==> config.mk <==
export PLATFORM = sky130hd
export DESIGN_NAME = nice_core
export DESIGN_NICKNAME = d
export VERILOG_FILES = /design/src/verilog/nice_pkg.sv /design/src/verilog/nice_beat_if.sv /design/src/verilog/nice_ctrl.sv /design/src/verilog/nice_mem_agent.sv /design/src/verilog/nice_row_buf.sv /design/src/verilog/nice_rowsum_acc.sv /design/src/verilog/nice_core.sv
export SDC_FILE = /design/constraint.sdc
export NUM_CORES = 1
export LEC_CHECK = 0
export BUFFER_PORTS_ARGS = -buffer_cell sky130_fd_sc_hd__buf_4
export CAP_MARGIN = 0
export CELL_PAD_IN_SITES_DETAIL_PLACEMENT = 0
export CELL_PAD_IN_SITES_GLOBAL_PLACEMENT = 1
export CORE_AREA = 3 3 184 186
export DETAILED_ROUTE_END_ITERATION = 16
export DIE_AREA = 0 0 187 189
export PLACE_DENSITY = 0.79
export SLEW_MARGIN = 10
export SYNTH_ARGS = -nofsm -noshare
export SYNTH_HDL_FRONTEND = slang
export SYNTH_SLANG_ARGS = --single-unit
==> constraint.sdc <==
create_clock -name nice_clk -period 5.05 [get_ports nice_clk]
set_input_delay 0.2525 -clock nice_clk [delete_from_list [all_inputs] [get_ports nice_clk]]
set_output_delay 0.2525 -clock nice_clk [all_outputs]
set_load 0.05 [all_outputs]
==> src/verilog/nice_pkg.sv <==
// NICE coprocessor shared definitions

package nice_pkg;

  ////////////////////////////////////////
  // widths and sizes
  ////////////////////////////////////////

  // one word of data or address
  parameter int xlen = 32;

  // words per row unless the top level overrides it
  parameter int row_len_dflt = 3;

  // row buffer depth, must cover the row length
  parameter int rowbuf_dp    = 4;
  parameter int rowbuf_idx_w = 2;

  ////////////////////////////////////////
  // instruction encodings
  ////////////////////////////////////////

  // custom-3 major opcode, R type only
  parameter logic [6:0] opcode_custom3 = 7'b1111011;

  // lbuf and sbuf share funct3
  parameter logic [2:0] funct3_buf    = 3'b010;
  parameter logic [2:0] funct3_rowsum = 3'b110;

  parameter logic [6:0] funct7_lbuf   = 7'd1;
  parameter logic [6:0] funct7_sbuf   = 7'd2;
  parameter logic [6:0] funct7_rowsum = 7'd6;

  ////////////////////////////////////////
  // memory access
  ////////////////////////////////////////

  // byte step between consecutive words
  parameter int word_stride = 4;

  // ICB size code for a 32-bit access
  parameter logic [1:0] icb_size_word = 2'b10;

  // operation carried from decode down to the beat consumers
  typedef enum logic [1:0] {
    op_none   = 2'd0,
    op_lbuf   = 2'd1,
    op_sbuf   = 2'd2,
    op_rowsum = 2'd3
  } nice_op_e;

endpackage

==> src/verilog/nice_beat_if.sv <==
// Memory response beat stream

interface nice_beat_if #(
  parameter int XLEN = nice_pkg::xlen
) ();

  // one pulse per ICB response, consumers never stall
  logic                              valid;
  // operation of the job the beat belongs to
  nice_pkg::nice_op_e                op;
  // word position in the row, counted in response order
  logic [nice_pkg::rowbuf_idx_w-1:0] idx;
  // read data straight from the ICB response
  logic [XLEN-1:0]                   data;
  logic                              err;

  // driven by the memory agent
  modport src (
    output valid, op, idx, data, err
  );

  // row buffer and rowsum accumulator
  modport sink (
    input valid, op, idx, data, err
  );

endinterface

==> src/verilog/nice_ctrl.sv <==
// NICE instruction control

module nice_ctrl #(
  parameter int XLEN    = nice_pkg::xlen,
  parameter int ROW_LEN = nice_pkg::row_len_dflt
) (
  input  logic               nice_clk,
  input  logic               nice_rst_n,
  // host request
  input  logic               req_valid,
  output logic               req_ready,
  input  logic [XLEN-1:0]    req_inst,
  input  logic [XLEN-1:0]    req_rs1,
  // host response
  output logic               rsp_valid,
  input  logic               rsp_ready,
  output logic [XLEN-1:0]    rsp_rdat,
  output logic               rsp_err,
  // core status
  output logic               active,
  output logic               mem_holdup,
  // job handoff to the memory agent
  output logic               job_start,
  output nice_pkg::nice_op_e job_op,
  output logic [XLEN-1:0]    job_base,
  input  logic               job_done,
  input  logic               job_err,
  // rowsum result
  input  logic [XLEN-1:0]    rowsum_sum
);

  typedef enum logic [1:0] {
    st_idle,
    st_busy,
    st_resp
  } state_e;

  state_e             state;
  logic [6:0]         opcode;
  logic [2:0]         funct3;
  logic [6:0]         funct7;
  nice_pkg::nice_op_e dec_op;
  nice_pkg::nice_op_e op_q;
  logic               err_q;
  logic               req_hsk;
  logic               rsp_hsk;

  // row must be at least one word
  if (ROW_LEN < 1) begin : g_row_len_chk
    $error("nice_ctrl: ROW_LEN must be at least 1");
  end

  ////////////////////////////////////////
  // decode
  ////////////////////////////////////////
  assign opcode = req_inst[6:0];
  assign funct3 = req_inst[14:12];
  assign funct7 = req_inst[31:25];

  always_comb begin
    dec_op = nice_pkg::op_none;
    if (opcode == nice_pkg::opcode_custom3) begin
      if (funct3 == nice_pkg::funct3_buf && funct7 == nice_pkg::funct7_lbuf)
        dec_op = nice_pkg::op_lbuf;
      else if (funct3 == nice_pkg::funct3_buf && funct7 == nice_pkg::funct7_sbuf)
        dec_op = nice_pkg::op_sbuf;
      else if (funct3 == nice_pkg::funct3_rowsum && funct7 == nice_pkg::funct7_rowsum)
        dec_op = nice_pkg::op_rowsum;
    end
  end

  ////////////////////////////////////////
  // FSM
  ////////////////////////////////////////
  assign req_hsk = req_valid & req_ready;
  assign rsp_hsk = rsp_valid & rsp_ready;

  // unknown instructions are taken and dropped, state stays idle
  always_ff @(posedge nice_clk or negedge nice_rst_n) begin
    if (!nice_rst_n) begin
      state <= st_idle;
      op_q  <= nice_pkg::op_none;
    end else begin
      case (state)
        st_idle: begin
          if (req_hsk && dec_op != nice_pkg::op_none) begin
            state <= st_busy;
            op_q  <= dec_op;
          end
        end
        st_busy: begin
          if (job_done)
            state <= st_resp;
        end
        st_resp: begin
          if (rsp_hsk)
            state <= st_idle;
        end
        default: state <= st_idle;
      endcase
    end
  end

  // error of the finished job, held through the response
  always_ff @(posedge nice_clk or negedge nice_rst_n) begin
    if (!nice_rst_n) begin
      err_q <= 1'b0;
    end else if (state == st_busy && job_done) begin
      err_q <= job_err;
    end
  end

  // job leaves on the accepting cycle so the first command follows next cycle
  assign job_start = req_hsk & (dec_op != nice_pkg::op_none);
  assign job_op    = dec_op;
  assign job_base  = req_rs1;

  ////////////////////////////////////////
  // host side outputs
  ////////////////////////////////////////
  assign req_ready  = (state == st_idle);
  assign rsp_valid  = (state == st_resp);
  // sum settles on the edge that enters st_resp
  assign rsp_rdat   = (op_q == nice_pkg::op_rowsum) ? rowsum_sum : '0;
  assign rsp_err    = err_q;
  assign mem_holdup = (state != st_idle);
  assign active     = (state == st_idle) ? req_valid : 1'b1;

endmodule

==> src/verilog/nice_mem_agent.sv <==
// NICE memory agent

module nice_mem_agent #(
  parameter int XLEN    = nice_pkg::xlen,
  parameter int ROW_LEN = nice_pkg::row_len_dflt
) (
  input  logic                              nice_clk,
  input  logic                              nice_rst_n,
  // job handoff
  input  logic                              job_start,
  input  nice_pkg::nice_op_e                job_op,
  input  logic [XLEN-1:0]                   job_base,
  output logic                              job_done,
  output logic                              job_err,
  // ICB command
  output logic                              icb_cmd_valid,
  input  logic                              icb_cmd_ready,
  output logic [XLEN-1:0]                   icb_cmd_addr,
  output logic                              icb_cmd_read,
  output logic [XLEN-1:0]                   icb_cmd_wdata,
  output logic [1:0]                        icb_cmd_size,
  // ICB response
  input  logic                              icb_rsp_valid,
  output logic                              icb_rsp_ready,
  input  logic [XLEN-1:0]                   icb_rsp_rdata,
  input  logic                              icb_rsp_err,
  // row buffer read port for sbuf
  output logic [nice_pkg::rowbuf_idx_w-1:0] rd_idx,
  input  logic [XLEN-1:0]                   rd_data,
  // beat stream to the consumers
  nice_beat_if.src                          beat
);

  // one extra bit so the counters can reach ROW_LEN
  localparam int cnt_w = nice_pkg::rowbuf_idx_w + 1;

  logic               busy;
  logic               cmd_valid_q;
  nice_pkg::nice_op_e op_q;
  logic [XLEN-1:0]    addr_q;
  logic [cnt_w-1:0]   cmd_cnt;
  logic [cnt_w-1:0]   rsp_cnt;
  logic               err_q;
  logic               cmd_hsk;
  logic               rsp_hsk;
  logic               rsp_last;

  assign cmd_hsk  = icb_cmd_valid & icb_cmd_ready;
  // responses outside a job are not ours
  assign rsp_hsk  = icb_rsp_valid & busy;
  assign rsp_last = rsp_hsk & (rsp_cnt == cnt_w'(ROW_LEN - 1));

  ////////////////////////////////////////
  // command side
  ////////////////////////////////////////
  // address steps one word per accepted command
  always_ff @(posedge nice_clk or negedge nice_rst_n) begin
    if (!nice_rst_n) begin
      cmd_valid_q <= 1'b0;
      op_q        <= nice_pkg::op_none;
      addr_q      <= '0;
      cmd_cnt     <= '0;
    end else if (job_start) begin
      cmd_valid_q <= 1'b1;
      op_q        <= job_op;
      addr_q      <= job_base;
      cmd_cnt     <= '0;
    end else if (cmd_hsk) begin
      addr_q  <= addr_q + XLEN'(nice_pkg::word_stride);
      cmd_cnt <= cmd_cnt + 1'b1;
      // stop once the last word of the row is taken
      if (cmd_cnt == cnt_w'(ROW_LEN - 1))
        cmd_valid_q <= 1'b0;
    end
  end

  ////////////////////////////////////////
  // response side
  ////////////////////////////////////////
  // counted apart from commands, several may be in flight
  always_ff @(posedge nice_clk or negedge nice_rst_n) begin
    if (!nice_rst_n) begin
      busy    <= 1'b0;
      rsp_cnt <= '0;
      err_q   <= 1'b0;
    end else if (job_start) begin
      busy    <= 1'b1;
      rsp_cnt <= '0;
      err_q   <= 1'b0;
    end else if (rsp_hsk) begin
      rsp_cnt <= rsp_cnt + 1'b1;
      err_q   <= err_q | icb_rsp_err;
      if (rsp_last)
        busy <= 1'b0;
    end
  end

  // done rides on the last beat itself
  assign job_done = rsp_last;
  assign job_err  = err_q | icb_rsp_err;

  // sbuf data comes from the word the next command addresses
  assign rd_idx = cmd_cnt[nice_pkg::rowbuf_idx_w-1:0];

  assign icb_cmd_valid = cmd_valid_q;
  assign icb_cmd_addr  = addr_q;
  assign icb_cmd_read  = (op_q != nice_pkg::op_sbuf);
  assign icb_cmd_wdata = rd_data;
  assign icb_cmd_size  = nice_pkg::icb_size_word;
  assign icb_rsp_ready = 1'b1;

  // beat stream, same cycle as the response
  assign beat.valid = rsp_hsk;
  assign beat.op    = op_q;
  assign beat.idx   = rsp_cnt[nice_pkg::rowbuf_idx_w-1:0];
  assign beat.data  = icb_rsp_rdata;
  assign beat.err   = icb_rsp_err;

endmodule

==> src/verilog/nice_row_buf.sv <==
// NICE row buffer

module nice_row_buf #(
  parameter int XLEN    = nice_pkg::xlen,
  parameter int ROW_LEN = nice_pkg::row_len_dflt
) (
  input  logic                              nice_clk,
  input  logic                              nice_rst_n,
  // read port for sbuf write data
  input  logic [nice_pkg::rowbuf_idx_w-1:0] rd_idx,
  output logic [XLEN-1:0]                   rd_data,
  // beats from the memory agent
  nice_beat_if.sink                         beat
);

  logic [XLEN-1:0] entry [nice_pkg::rowbuf_dp];
  logic            wr_lbuf;
  logic            wr_rowsum;

  // the whole row has to fit in the buffer
  if (ROW_LEN > nice_pkg::rowbuf_dp) begin : g_row_len_chk
    $error("nice_row_buf: ROW_LEN exceeds row buffer depth");
  end

  assign wr_lbuf   = beat.valid & (beat.op == nice_pkg::op_lbuf);
  assign wr_rowsum = beat.valid & (beat.op == nice_pkg::op_rowsum);

  ////////////////////////////////////////
  // storage
  ////////////////////////////////////////
  // lbuf overwrites, rowsum builds column sums
  // contents survive from one instruction to the next
  always_ff @(posedge nice_clk or negedge nice_rst_n) begin
    if (!nice_rst_n) begin
      for (int i = 0; i < nice_pkg::rowbuf_dp; i++) begin
        entry[i] <= '0;
      end
    end else if (wr_lbuf) begin
      entry[beat.idx] <= beat.data;
    end else if (wr_rowsum) begin
      // wraps modulo 2^XLEN
      entry[beat.idx] <= entry[beat.idx] + beat.data;
    end
  end

  // combinational read, stable during sbuf since sbuf beats write nothing
  assign rd_data = entry[rd_idx];

endmodule

==> src/verilog/nice_rowsum_acc.sv <==
// NICE rowsum accumulator

module nice_rowsum_acc #(
  parameter int XLEN    = nice_pkg::xlen,
  parameter int ROW_LEN = nice_pkg::row_len_dflt
) (
  input  logic            nice_clk,
  input  logic            nice_rst_n,
  // running row sum, final one cycle after the last beat
  output logic [XLEN-1:0] sum,
  nice_beat_if.sink       beat
);

  logic acc_en;

  // an empty row has no sum
  if (ROW_LEN < 1) begin : g_row_len_chk
    $error("nice_rowsum_acc: ROW_LEN must be at least 1");
  end

  assign acc_en = beat.valid & (beat.op == nice_pkg::op_rowsum);

  // first word restarts the sum, the rest add on
  // lbuf and sbuf beats leave the sum alone
  always_ff @(posedge nice_clk or negedge nice_rst_n) begin
    if (!nice_rst_n) begin
      sum <= '0;
    end else if (acc_en) begin
      if (beat.idx == '0)
        sum <= beat.data;
      else
        sum <= sum + beat.data;
    end
  end

endmodule

==> src/verilog/nice_core.sv <==
// NICE coprocessor core

module nice_core #(
  parameter int XLEN    = nice_pkg::xlen,
  parameter int ROW_LEN = nice_pkg::row_len_dflt
) (
  // system
  input  logic            nice_clk,
  input  logic            nice_rst_n,
  output logic            nice_active,
  output logic            nice_mem_holdup,
  // host request
  input  logic            nice_req_valid,
  output logic            nice_req_ready,
  input  logic [XLEN-1:0] nice_req_inst,
  input  logic [XLEN-1:0] nice_req_rs1,
  input  logic [XLEN-1:0] nice_req_rs2,
  // host response
  output logic            nice_rsp_valid,
  input  logic            nice_rsp_ready,
  output logic [XLEN-1:0] nice_rsp_rdat,
  output logic            nice_rsp_err,
  // ICB command
  output logic            nice_icb_cmd_valid,
  input  logic            nice_icb_cmd_ready,
  output logic [XLEN-1:0] nice_icb_cmd_addr,
  output logic            nice_icb_cmd_read,
  output logic [XLEN-1:0] nice_icb_cmd_wdata,
  output logic [1:0]      nice_icb_cmd_size,
  // ICB response
  input  logic            nice_icb_rsp_valid,
  output logic            nice_icb_rsp_ready,
  input  logic [XLEN-1:0] nice_icb_rsp_rdata,
  input  logic            nice_icb_rsp_err
);

  // job handoff
  logic                              job_start;
  nice_pkg::nice_op_e                job_op;
  logic [XLEN-1:0]                   job_base;
  logic                              job_done;
  logic                              job_err;
  // sbuf read path
  logic [nice_pkg::rowbuf_idx_w-1:0] rd_idx;
  logic [XLEN-1:0]                   rd_data;
  logic [XLEN-1:0]                   rowsum_sum;

  // rs2 has no use in this instruction set
  nice_beat_if #(.XLEN(XLEN)) u_beat ();

  ////////////////////////////////////////
  // control and memory
  ////////////////////////////////////////
  nice_ctrl #(.XLEN(XLEN), .ROW_LEN(ROW_LEN)) u_ctrl (
    .nice_clk   (nice_clk),
    .nice_rst_n (nice_rst_n),
    .req_valid  (nice_req_valid),
    .req_ready  (nice_req_ready),
    .req_inst   (nice_req_inst),
    .req_rs1    (nice_req_rs1),
    .rsp_valid  (nice_rsp_valid),
    .rsp_ready  (nice_rsp_ready),
    .rsp_rdat   (nice_rsp_rdat),
    .rsp_err    (nice_rsp_err),
    .active     (nice_active),
    .mem_holdup (nice_mem_holdup),
    .job_start  (job_start),
    .job_op     (job_op),
    .job_base   (job_base),
    .job_done   (job_done),
    .job_err    (job_err),
    .rowsum_sum (rowsum_sum)
  );

  nice_mem_agent #(.XLEN(XLEN), .ROW_LEN(ROW_LEN)) u_mem_agent (
    .nice_clk      (nice_clk),
    .nice_rst_n    (nice_rst_n),
    .job_start     (job_start),
    .job_op        (job_op),
    .job_base      (job_base),
    .job_done      (job_done),
    .job_err       (job_err),
    .icb_cmd_valid (nice_icb_cmd_valid),
    .icb_cmd_ready (nice_icb_cmd_ready),
    .icb_cmd_addr  (nice_icb_cmd_addr),
    .icb_cmd_read  (nice_icb_cmd_read),
    .icb_cmd_wdata (nice_icb_cmd_wdata),
    .icb_cmd_size  (nice_icb_cmd_size),
    .icb_rsp_valid (nice_icb_rsp_valid),
    .icb_rsp_ready (nice_icb_rsp_ready),
    .icb_rsp_rdata (nice_icb_rsp_rdata),
    .icb_rsp_err   (nice_icb_rsp_err),
    .rd_idx        (rd_idx),
    .rd_data       (rd_data),
    .beat          (u_beat.src)
  );

  ////////////////////////////////////////
  // beat consumers, side by side
  ////////////////////////////////////////
  nice_row_buf #(.XLEN(XLEN), .ROW_LEN(ROW_LEN)) u_row_buf (
    .nice_clk   (nice_clk),
    .nice_rst_n (nice_rst_n),
    .rd_idx     (rd_idx),
    .rd_data    (rd_data),
    .beat       (u_beat.sink)
  );

  nice_rowsum_acc #(.XLEN(XLEN), .ROW_LEN(ROW_LEN)) u_rowsum_acc (
    .nice_clk   (nice_clk),
    .nice_rst_n (nice_rst_n),
    .sum        (rowsum_sum),
    .beat       (u_beat.sink)
  );

endmodule

Word-level counts from Yosys, hierarchy flattened
Index checks and enable logic that the tools add are counted.
{"block": "classes", "eq_ne": 17, "n_mux": 37, "bitwise_logic": 11, "n_lt_le_gt_ge": 3, "reduce_logical": 19, "addsub": 5}
{"operator": "$mux 32", "n": 9}
{"operator": "$bwmux 128", "n": 2}
{"operator": "$mux 128", "n": 2}
{"operator": "$bmux 32 s2", "n": 2}
{"operator": "$add 32x32->32", "n": 2}
{"operator": "$demux 32 s2", "n": 1}
{"operator": "$add 32x3->32 const B", "n": 1}
{"operator": "$mux 2", "n": 7}
{"operator": "$reduce_bool 2->1", "n": 7}
{"operator": "$mux 3", "n": 4}
{"operator": "$eq 3x2->1 const B", "n": 3}
{"operator": "$mux 1", "n": 9}
{"operator": "$and 1x1->1", "n": 8}
{"operator": "$eq 7x1->1 const B", "n": 1}
{"operator": "$eq 7x2->1 const B", "n": 1}
{"operator": "$eq 7x3->1 const B", "n": 1}
{"operator": "$eq 7x7->1 const B", "n": 1}
{"operator": "$add 3x1->3 const B", "n": 2}
{"operator": "$eq 2x2->1 const B", "n": 3}
{"operator": "$ge 3x3->1 const B", "n": 2}
{"operator": "$logic_and 1x1->1", "n": 6}
{"operator": "$ne 2x2->1 const B", "n": 3}
{"operator": "$not 2->3", "n": 2}
{"operator": "$pmux 2 s3", "n": 1}
{"operator": "8 further kinds", "n": 12}
{"block": "word_totals", "regBits": 208, "in_bits": 135, "wordCells": 107, "output_inout_bits": 106}

Depth between registers and ports, before layout
{"block": "logic_depth", "depth_word": 10, "ltp_mapped": 14, "ltp_nobuf": 12}

Modules after synthesis
Synthesis repeated with hierarchy kept, for this count alone.
{"block": "hier_totals", "hier_cells": 1627, "area_unflattened_um2": 14841.7}
{"module": "nice_row_buf", "cells_each": 773, "n_inst": 1, "seq_area_each_um2": 3203.1, "area_per_inst_um2": 7877.6}
{"module": "nice_rowsum_acc", "cells_each": 421, "n_inst": 1, "seq_area_each_um2": 800.8, "area_per_inst_um2": 3291.9}
{"module": "nice_mem_agent", "cells_each": 328, "n_inst": 1, "seq_area_each_um2": 1076.0, "area_per_inst_um2": 2887.8}
{"module": "nice_ctrl", "cells_each": 105, "n_inst": 1, "seq_area_each_um2": 125.1, "area_per_inst_um2": 784.5}

Worst setup path after synthesis
Ideal clock, no wire load.
{"block": "synth_timing", "path_type": "reg2reg", "from": "register u_mem_agent.rsp_cnt[0]", "to": "register u_row_buf.entry[56] (netlist name)", "setup_time_ps": 131, "n_path_buf": 3, "path_stages_with_launch": 15, "slack_ps": 1071, "arrival_time_ps": 3849, "path_cell_list": "dfrtp_1 clkbuf_1 buf_1 mux4_2 ha_1 buf_2 nand4_2 or4_1 a211oi_1 o21bai_2 nand2b_1 a31oi_1 xnor2_1 mux2i_1 o21ai_1"}
{"block": "synth_between", "elab_chain_len": 8, "word_cells_on_any_way": 14, "classes_between": "add/sub (1); order compare (2); mux (9); bitwise (1); reduce/logical (1)"}
{"element": "from (decl)", "line": "nice_mem_agent.sv:42", "text": "logic [cnt_w-1:0] rsp_cnt;"}
{"element": "from (signal assigned)", "line": "nice_mem_agent.sv:91", "text": "rsp_cnt <= rsp_cnt + 1'b1;"}
{"element": "$not 2->3 (implied by the code) *", "line": "nice_row_buf.sv:39, nice_row_buf.sv:42"}
{"element": "$bmux 32 s2 (tied with other cells)", "line": "nice_row_buf.sv:42", "text": "entry[beat.idx] <= entry[beat.idx] + beat.data;"}
{"element": "$mux 32 (implied by the code) or $logic_and 1x1->1 (tied branches)", "line": "nice_row_buf.sv:42, nice_row_buf.sv:39"}
{"element": "$mux 32 (on tied branches)", "line": "nice_row_buf.sv:42, nice_row_buf.sv:39"}
{"element": "$add 32x32->32 or $demux 32 s2 (tied branches)", "line": "nice_row_buf.sv:42, nice_row_buf.sv:39"}
{"element": "$bwmux 128", "line": "nice_row_buf.sv:42"}
{"element": "$mux 128", "line": "nice_row_buf.sv:40", "text": "end else if (wr_rowsum) begin"}
{"element": "$mux 128 *", "line": "nice_row_buf.sv:38", "text": "end else if (wr_lbuf) begin"}
{"element": "to (signal, indexed assignment)", "line": "nice_row_buf.sv:39", "text": "entry[beat.idx] <= beat.data;"}
{"element": "to (signal, indexed assignment)", "line": "nice_row_buf.sv:42"}
{"element": "to (decl)", "line": "nice_row_buf.sv:16", "text": "logic [XLEN-1:0] entry [nice_pkg::rowbuf_dp];"}
Every way passes the cells marked *; elsewhere a longest branch is shown, timed or not. The select of a mux whose other input is x is not followed.
A chain may end at the register's enable or synchronous reset.

Worst setup path after layout
{"block": "layout_timing", "from": "register u_mem_agent.rsp_cnt[0]", "to": "register u_row_buf.entry[119] (netlist name)"}
The elaborated chain is that of the path after synthesis.

==> impl_metrics.ini <==
[run_status]
status = finished, final reports clean

[min_path]
hold_depth = 3
holdCritPathClass = input pin to flip-flop

[sta]
final.period_utilization_pct = 86.13
max_freq_mhz = 229.9
rsz0062_at_grt = no
tightest_slew_ns = 1.068
fin_hold_ws_ns = 0.02334
tns_ns = 0
maxSlewHeadroom_pct = 28.77
slew_violations = 0
finalHoldViolations = 0
setup_viol = 0
period_minus_slack_ns = 4.350
clock_skew_ns = 0.01983

[power]
finalPower_mw = 3.952
power.combinational.fraction_pct = 7.2
power.density_nw_per_um2 = 230.9
swShare_pct = 23.26
p_sw_uw = 919.1
p_seq_share_pct = 42.2
p_int_mw = 3.033
power_leakage_nw = 8.125
p_clk_share_pct = 50.6
peakVddDrop_mv = 0.2020

[logic_synthesis]
synth_area_leader_cell = dfrtp_1
yosysMostFrequentCell = nand2_1
synth_top_area_share_pct = 36.71
yosysWarningCount = 0
synth_edf_count = 0
ys_ff_latch = 208
synth_cells = 1549
ys_types = 80
synth-xor-area-share_pct = 3.274
synth-simple-area-share_pct = 16.74
synthAdderAreaFrac_pct = 6.371
muxShareOfSynthArea_pct = 11.65
ys_seq_area_share_pct = 36.71
synth_area_leaders = dfrtp_1 (37%), mux4_2 (10%), nand2_1 (6.2%), ha_1 (6.1%), o21ai_0 (5.1%)
ys_async_sr_fraction_pct = 100.0
synth_top_family_by_area = compound AO/OA/AOI/OAI gates
ys_top_cells_by_count = nand2_1 (236), dfrtp_1 (208), o21ai_0 (144)
synth_ff_type = dfrtp_1
post_synth_instance_area_um2 = 14180
avgSynthCellArea_um2 = 9.153
synth_compound_area_share_pct = 21.43

[critical_path]
max_stage_delay_ns = 1.06
required_ns = 5.43
cpMostUsedCell = o21ai_1
ff2ff_path_depth = 11
cp_max_fo = 27
crit_family = compound AO/OA/AOI/OAI gates
crit_path_start_kind = flip-flop
cp.depth = 11
worst_ep_arrival_time_ns = 4.73
endpoint_kind = flip-flop
cp_num_buf_inv = 0
path_class = flip-flop to flip-flop
path_cells = mux4_2, ha_1, o21ai_1, o21ai_1, o221ai_1, a2bb2oi_2, o21ai_1, a31oi_1, mux2i_1, a211oi_2, o21ai_1
r2r_slack_ns = 0.70
cpMaxStageDelayCell = dfrtp_2

[cts]
clockRootBuffer = clkbuf_16
cts_inserted_buffers = 26
clk_path_buf_depth = 3
clk_latency_ns = 0.54
cts_tree = done
cts_setup_buffers = 0
path_clk_slew_ns = 0.06
cts.sinks = 208
holdBufCountCts = 27
h-tree-depth = 1
cts_resized = 0

[global_route]
grt_pass1_wl_um = 65640
gr-usage-all-layers_pct = 22.58
overflow = 0
antenna_found_initial = 0
grt_max_degree = 120
grt_pass1_vias = 12325

[placed_design]
gp_congestion = 0.9018
portBuffers = 190
placed_area_um2 = 15930
hpwl_um = 28700

[detailed_routing]
wl_um = 40910
dr.pass1.iters = 5
met2RoutedLength_um = 18850
wl_per_cell_um = 18.85
final_antenna_net_count = 0
wl_met1_um = 18920
drtIter0Drc = 757
wl_met3_um = 2297
via_per_inst = 5.749
highest_layer = met4
num_vias = 12476
drc_errors = 0

[finish]
final_util_pct = 52.75
synthToLayoutAreaGrowth_pct = 20.73
nets = 1914
n_antenna_cell = 0
final_layout_size_suffix_gt1_share_pct = 20.37
seqCellArea_um2 = 5207
fillCellCount = 3024
multiInputGateArea_um2 = 8471
fin_area_um2 = 17120

[floorplan]
core_area_um2 = 32450
rows = 66
io_pins = 241
die-area_um2 = 35340
start_util_pct = 43.69
die_h_um = 189
dieWidth_um = 187

[flow_run]
maxCapViolCount = 0
cell families (layout without fill, tap and decap cells):
| logic type | Yosys count | in the layout |
|---|---|---|
| multiplexers | 85 | 85 |
| flip-flops | 208 | 208 |
| buffers and inverters | 134 | 312 |
| other | 2 | 3 |
| XOR/XNOR | 53 | 53 |
| AND/OR/NAND/NOR | 509 | 509 |
| adder cells (fa/ha/maj) | 71 | 71 |
| AO/OA/AOI/OAI | 487 | 487 |
cells in the final DEF, fill, tap and decap left out, types with 12 or more instances in the layout:
cell type and instances:
o21ai_0 144, mux4_2 64, xor2_1 20, clkbuf_16 27
xnor2_1 33, dfrtp_1 206, a21o_1 50, nand4_1 12
nand3_1 31, nor2_1 87, mux2i_1 21, inv_1 31
ha_1 68, nor3_1 24, nand2_1 232, dlygate4sd3_1 27
buf_4 203, a211oi_1 18, a21oi_1 97, o21ai_1 62
and3_1 50, o21a_1 12
flip-flops by register name (all words and copies together) (netlist names):
| name | count |
|---|---|
| u_ctrl.op_q | 2 |
| u_row_buf.entry | 128 |
| u_mem_agent.icb_cmd_valid | 1 |
| u_rowsum_acc.sum | 32 |
| u_mem_agent.err_q | 1 |
| u_mem_agent.cmd_cnt | 3 |
| u_mem_agent.busy | 1 |
| u_ctrl.state | 2 |
| u_mem_agent.beat.op | 2 |
| u_mem_agent.rsp_cnt | 3 |
| u_ctrl.rsp_err | 1 |
| u_mem_agent.icb_cmd_addr | 32 |
power groups by stage:
stage	sequential [mW]	clock, mW	combinational, mW
final	1.67	2.00	0.286
after global routing	1.67	2.11	0.316
after CTS	1.67	2.04	0.287
after detailed placement	1.70	0	0.268
after global placement	1.70	0	0.266
after floorplan	1.70	0	0.126
per-stage QoR:
step / worst slack [ns] / std cells
finish: 0.7002 / 2170
global route: 0.4227 / 2170
CTS: 0.6800 / 2170
detailed placement: 0.7534 / 2095
global placement: 0.7651 / 2095
floorplan: 1.071 / 1550
worst paths after layout:
kind / start / to
hold reg to reg: u_mem_agent.icb_cmd_addr[0]$_DFFE_PN0P_ / u_mem_agent.icb_cmd_addr[0]$_DFFE_PN0P_
max in group asynchronous: nice_rst_n / u_mem_agent.cmd_cnt[0]$_DFFE_PN0P_
min in group asynchronous: nice_rst_n / u_rowsum_acc.sum[28]$_DFFE_PN0P_
setup reg to reg: u_mem_agent.rsp_cnt[0]$_DFFE_PN0P_ / u_row_buf.entry[119]$_DFFE_PN0P_
hold / removal: nice_req_rs1[20] / u_mem_agent.icb_cmd_addr[20]$_DFFE_PN0P_
setup / recovery: u_mem_agent.rsp_cnt[0]$_DFFE_PN0P_ / u_row_buf.entry[119]$_DFFE_PN0P_
routing by layer:
layer / GRT usage [%] / vias to the layer above
met2: 37.04 / 338
li1: - / 6009
met3: 2.999 / 57
met1: 32.01 / 6072
met5: 0 / -
met4: 5.409 / 0
layout make-up:
class | instances | share of cell area, %
clock inverters | 12 | 0.9502
inverters | 31 | 0.6798
flip-flops and latches | 208 | 30.42
well taps | 442 | 3.231
clock buffers | 36 | 4.437
multi-input cells | 1208 | 49.48
repair buffers | 233 | 10.80
worst min-delay path, stage by stage:
cell and delay, ns:
buf_4 0.08, a21oi_1 0.05, o22ai_1 0.11
Power figures use the tool's default switching activity.
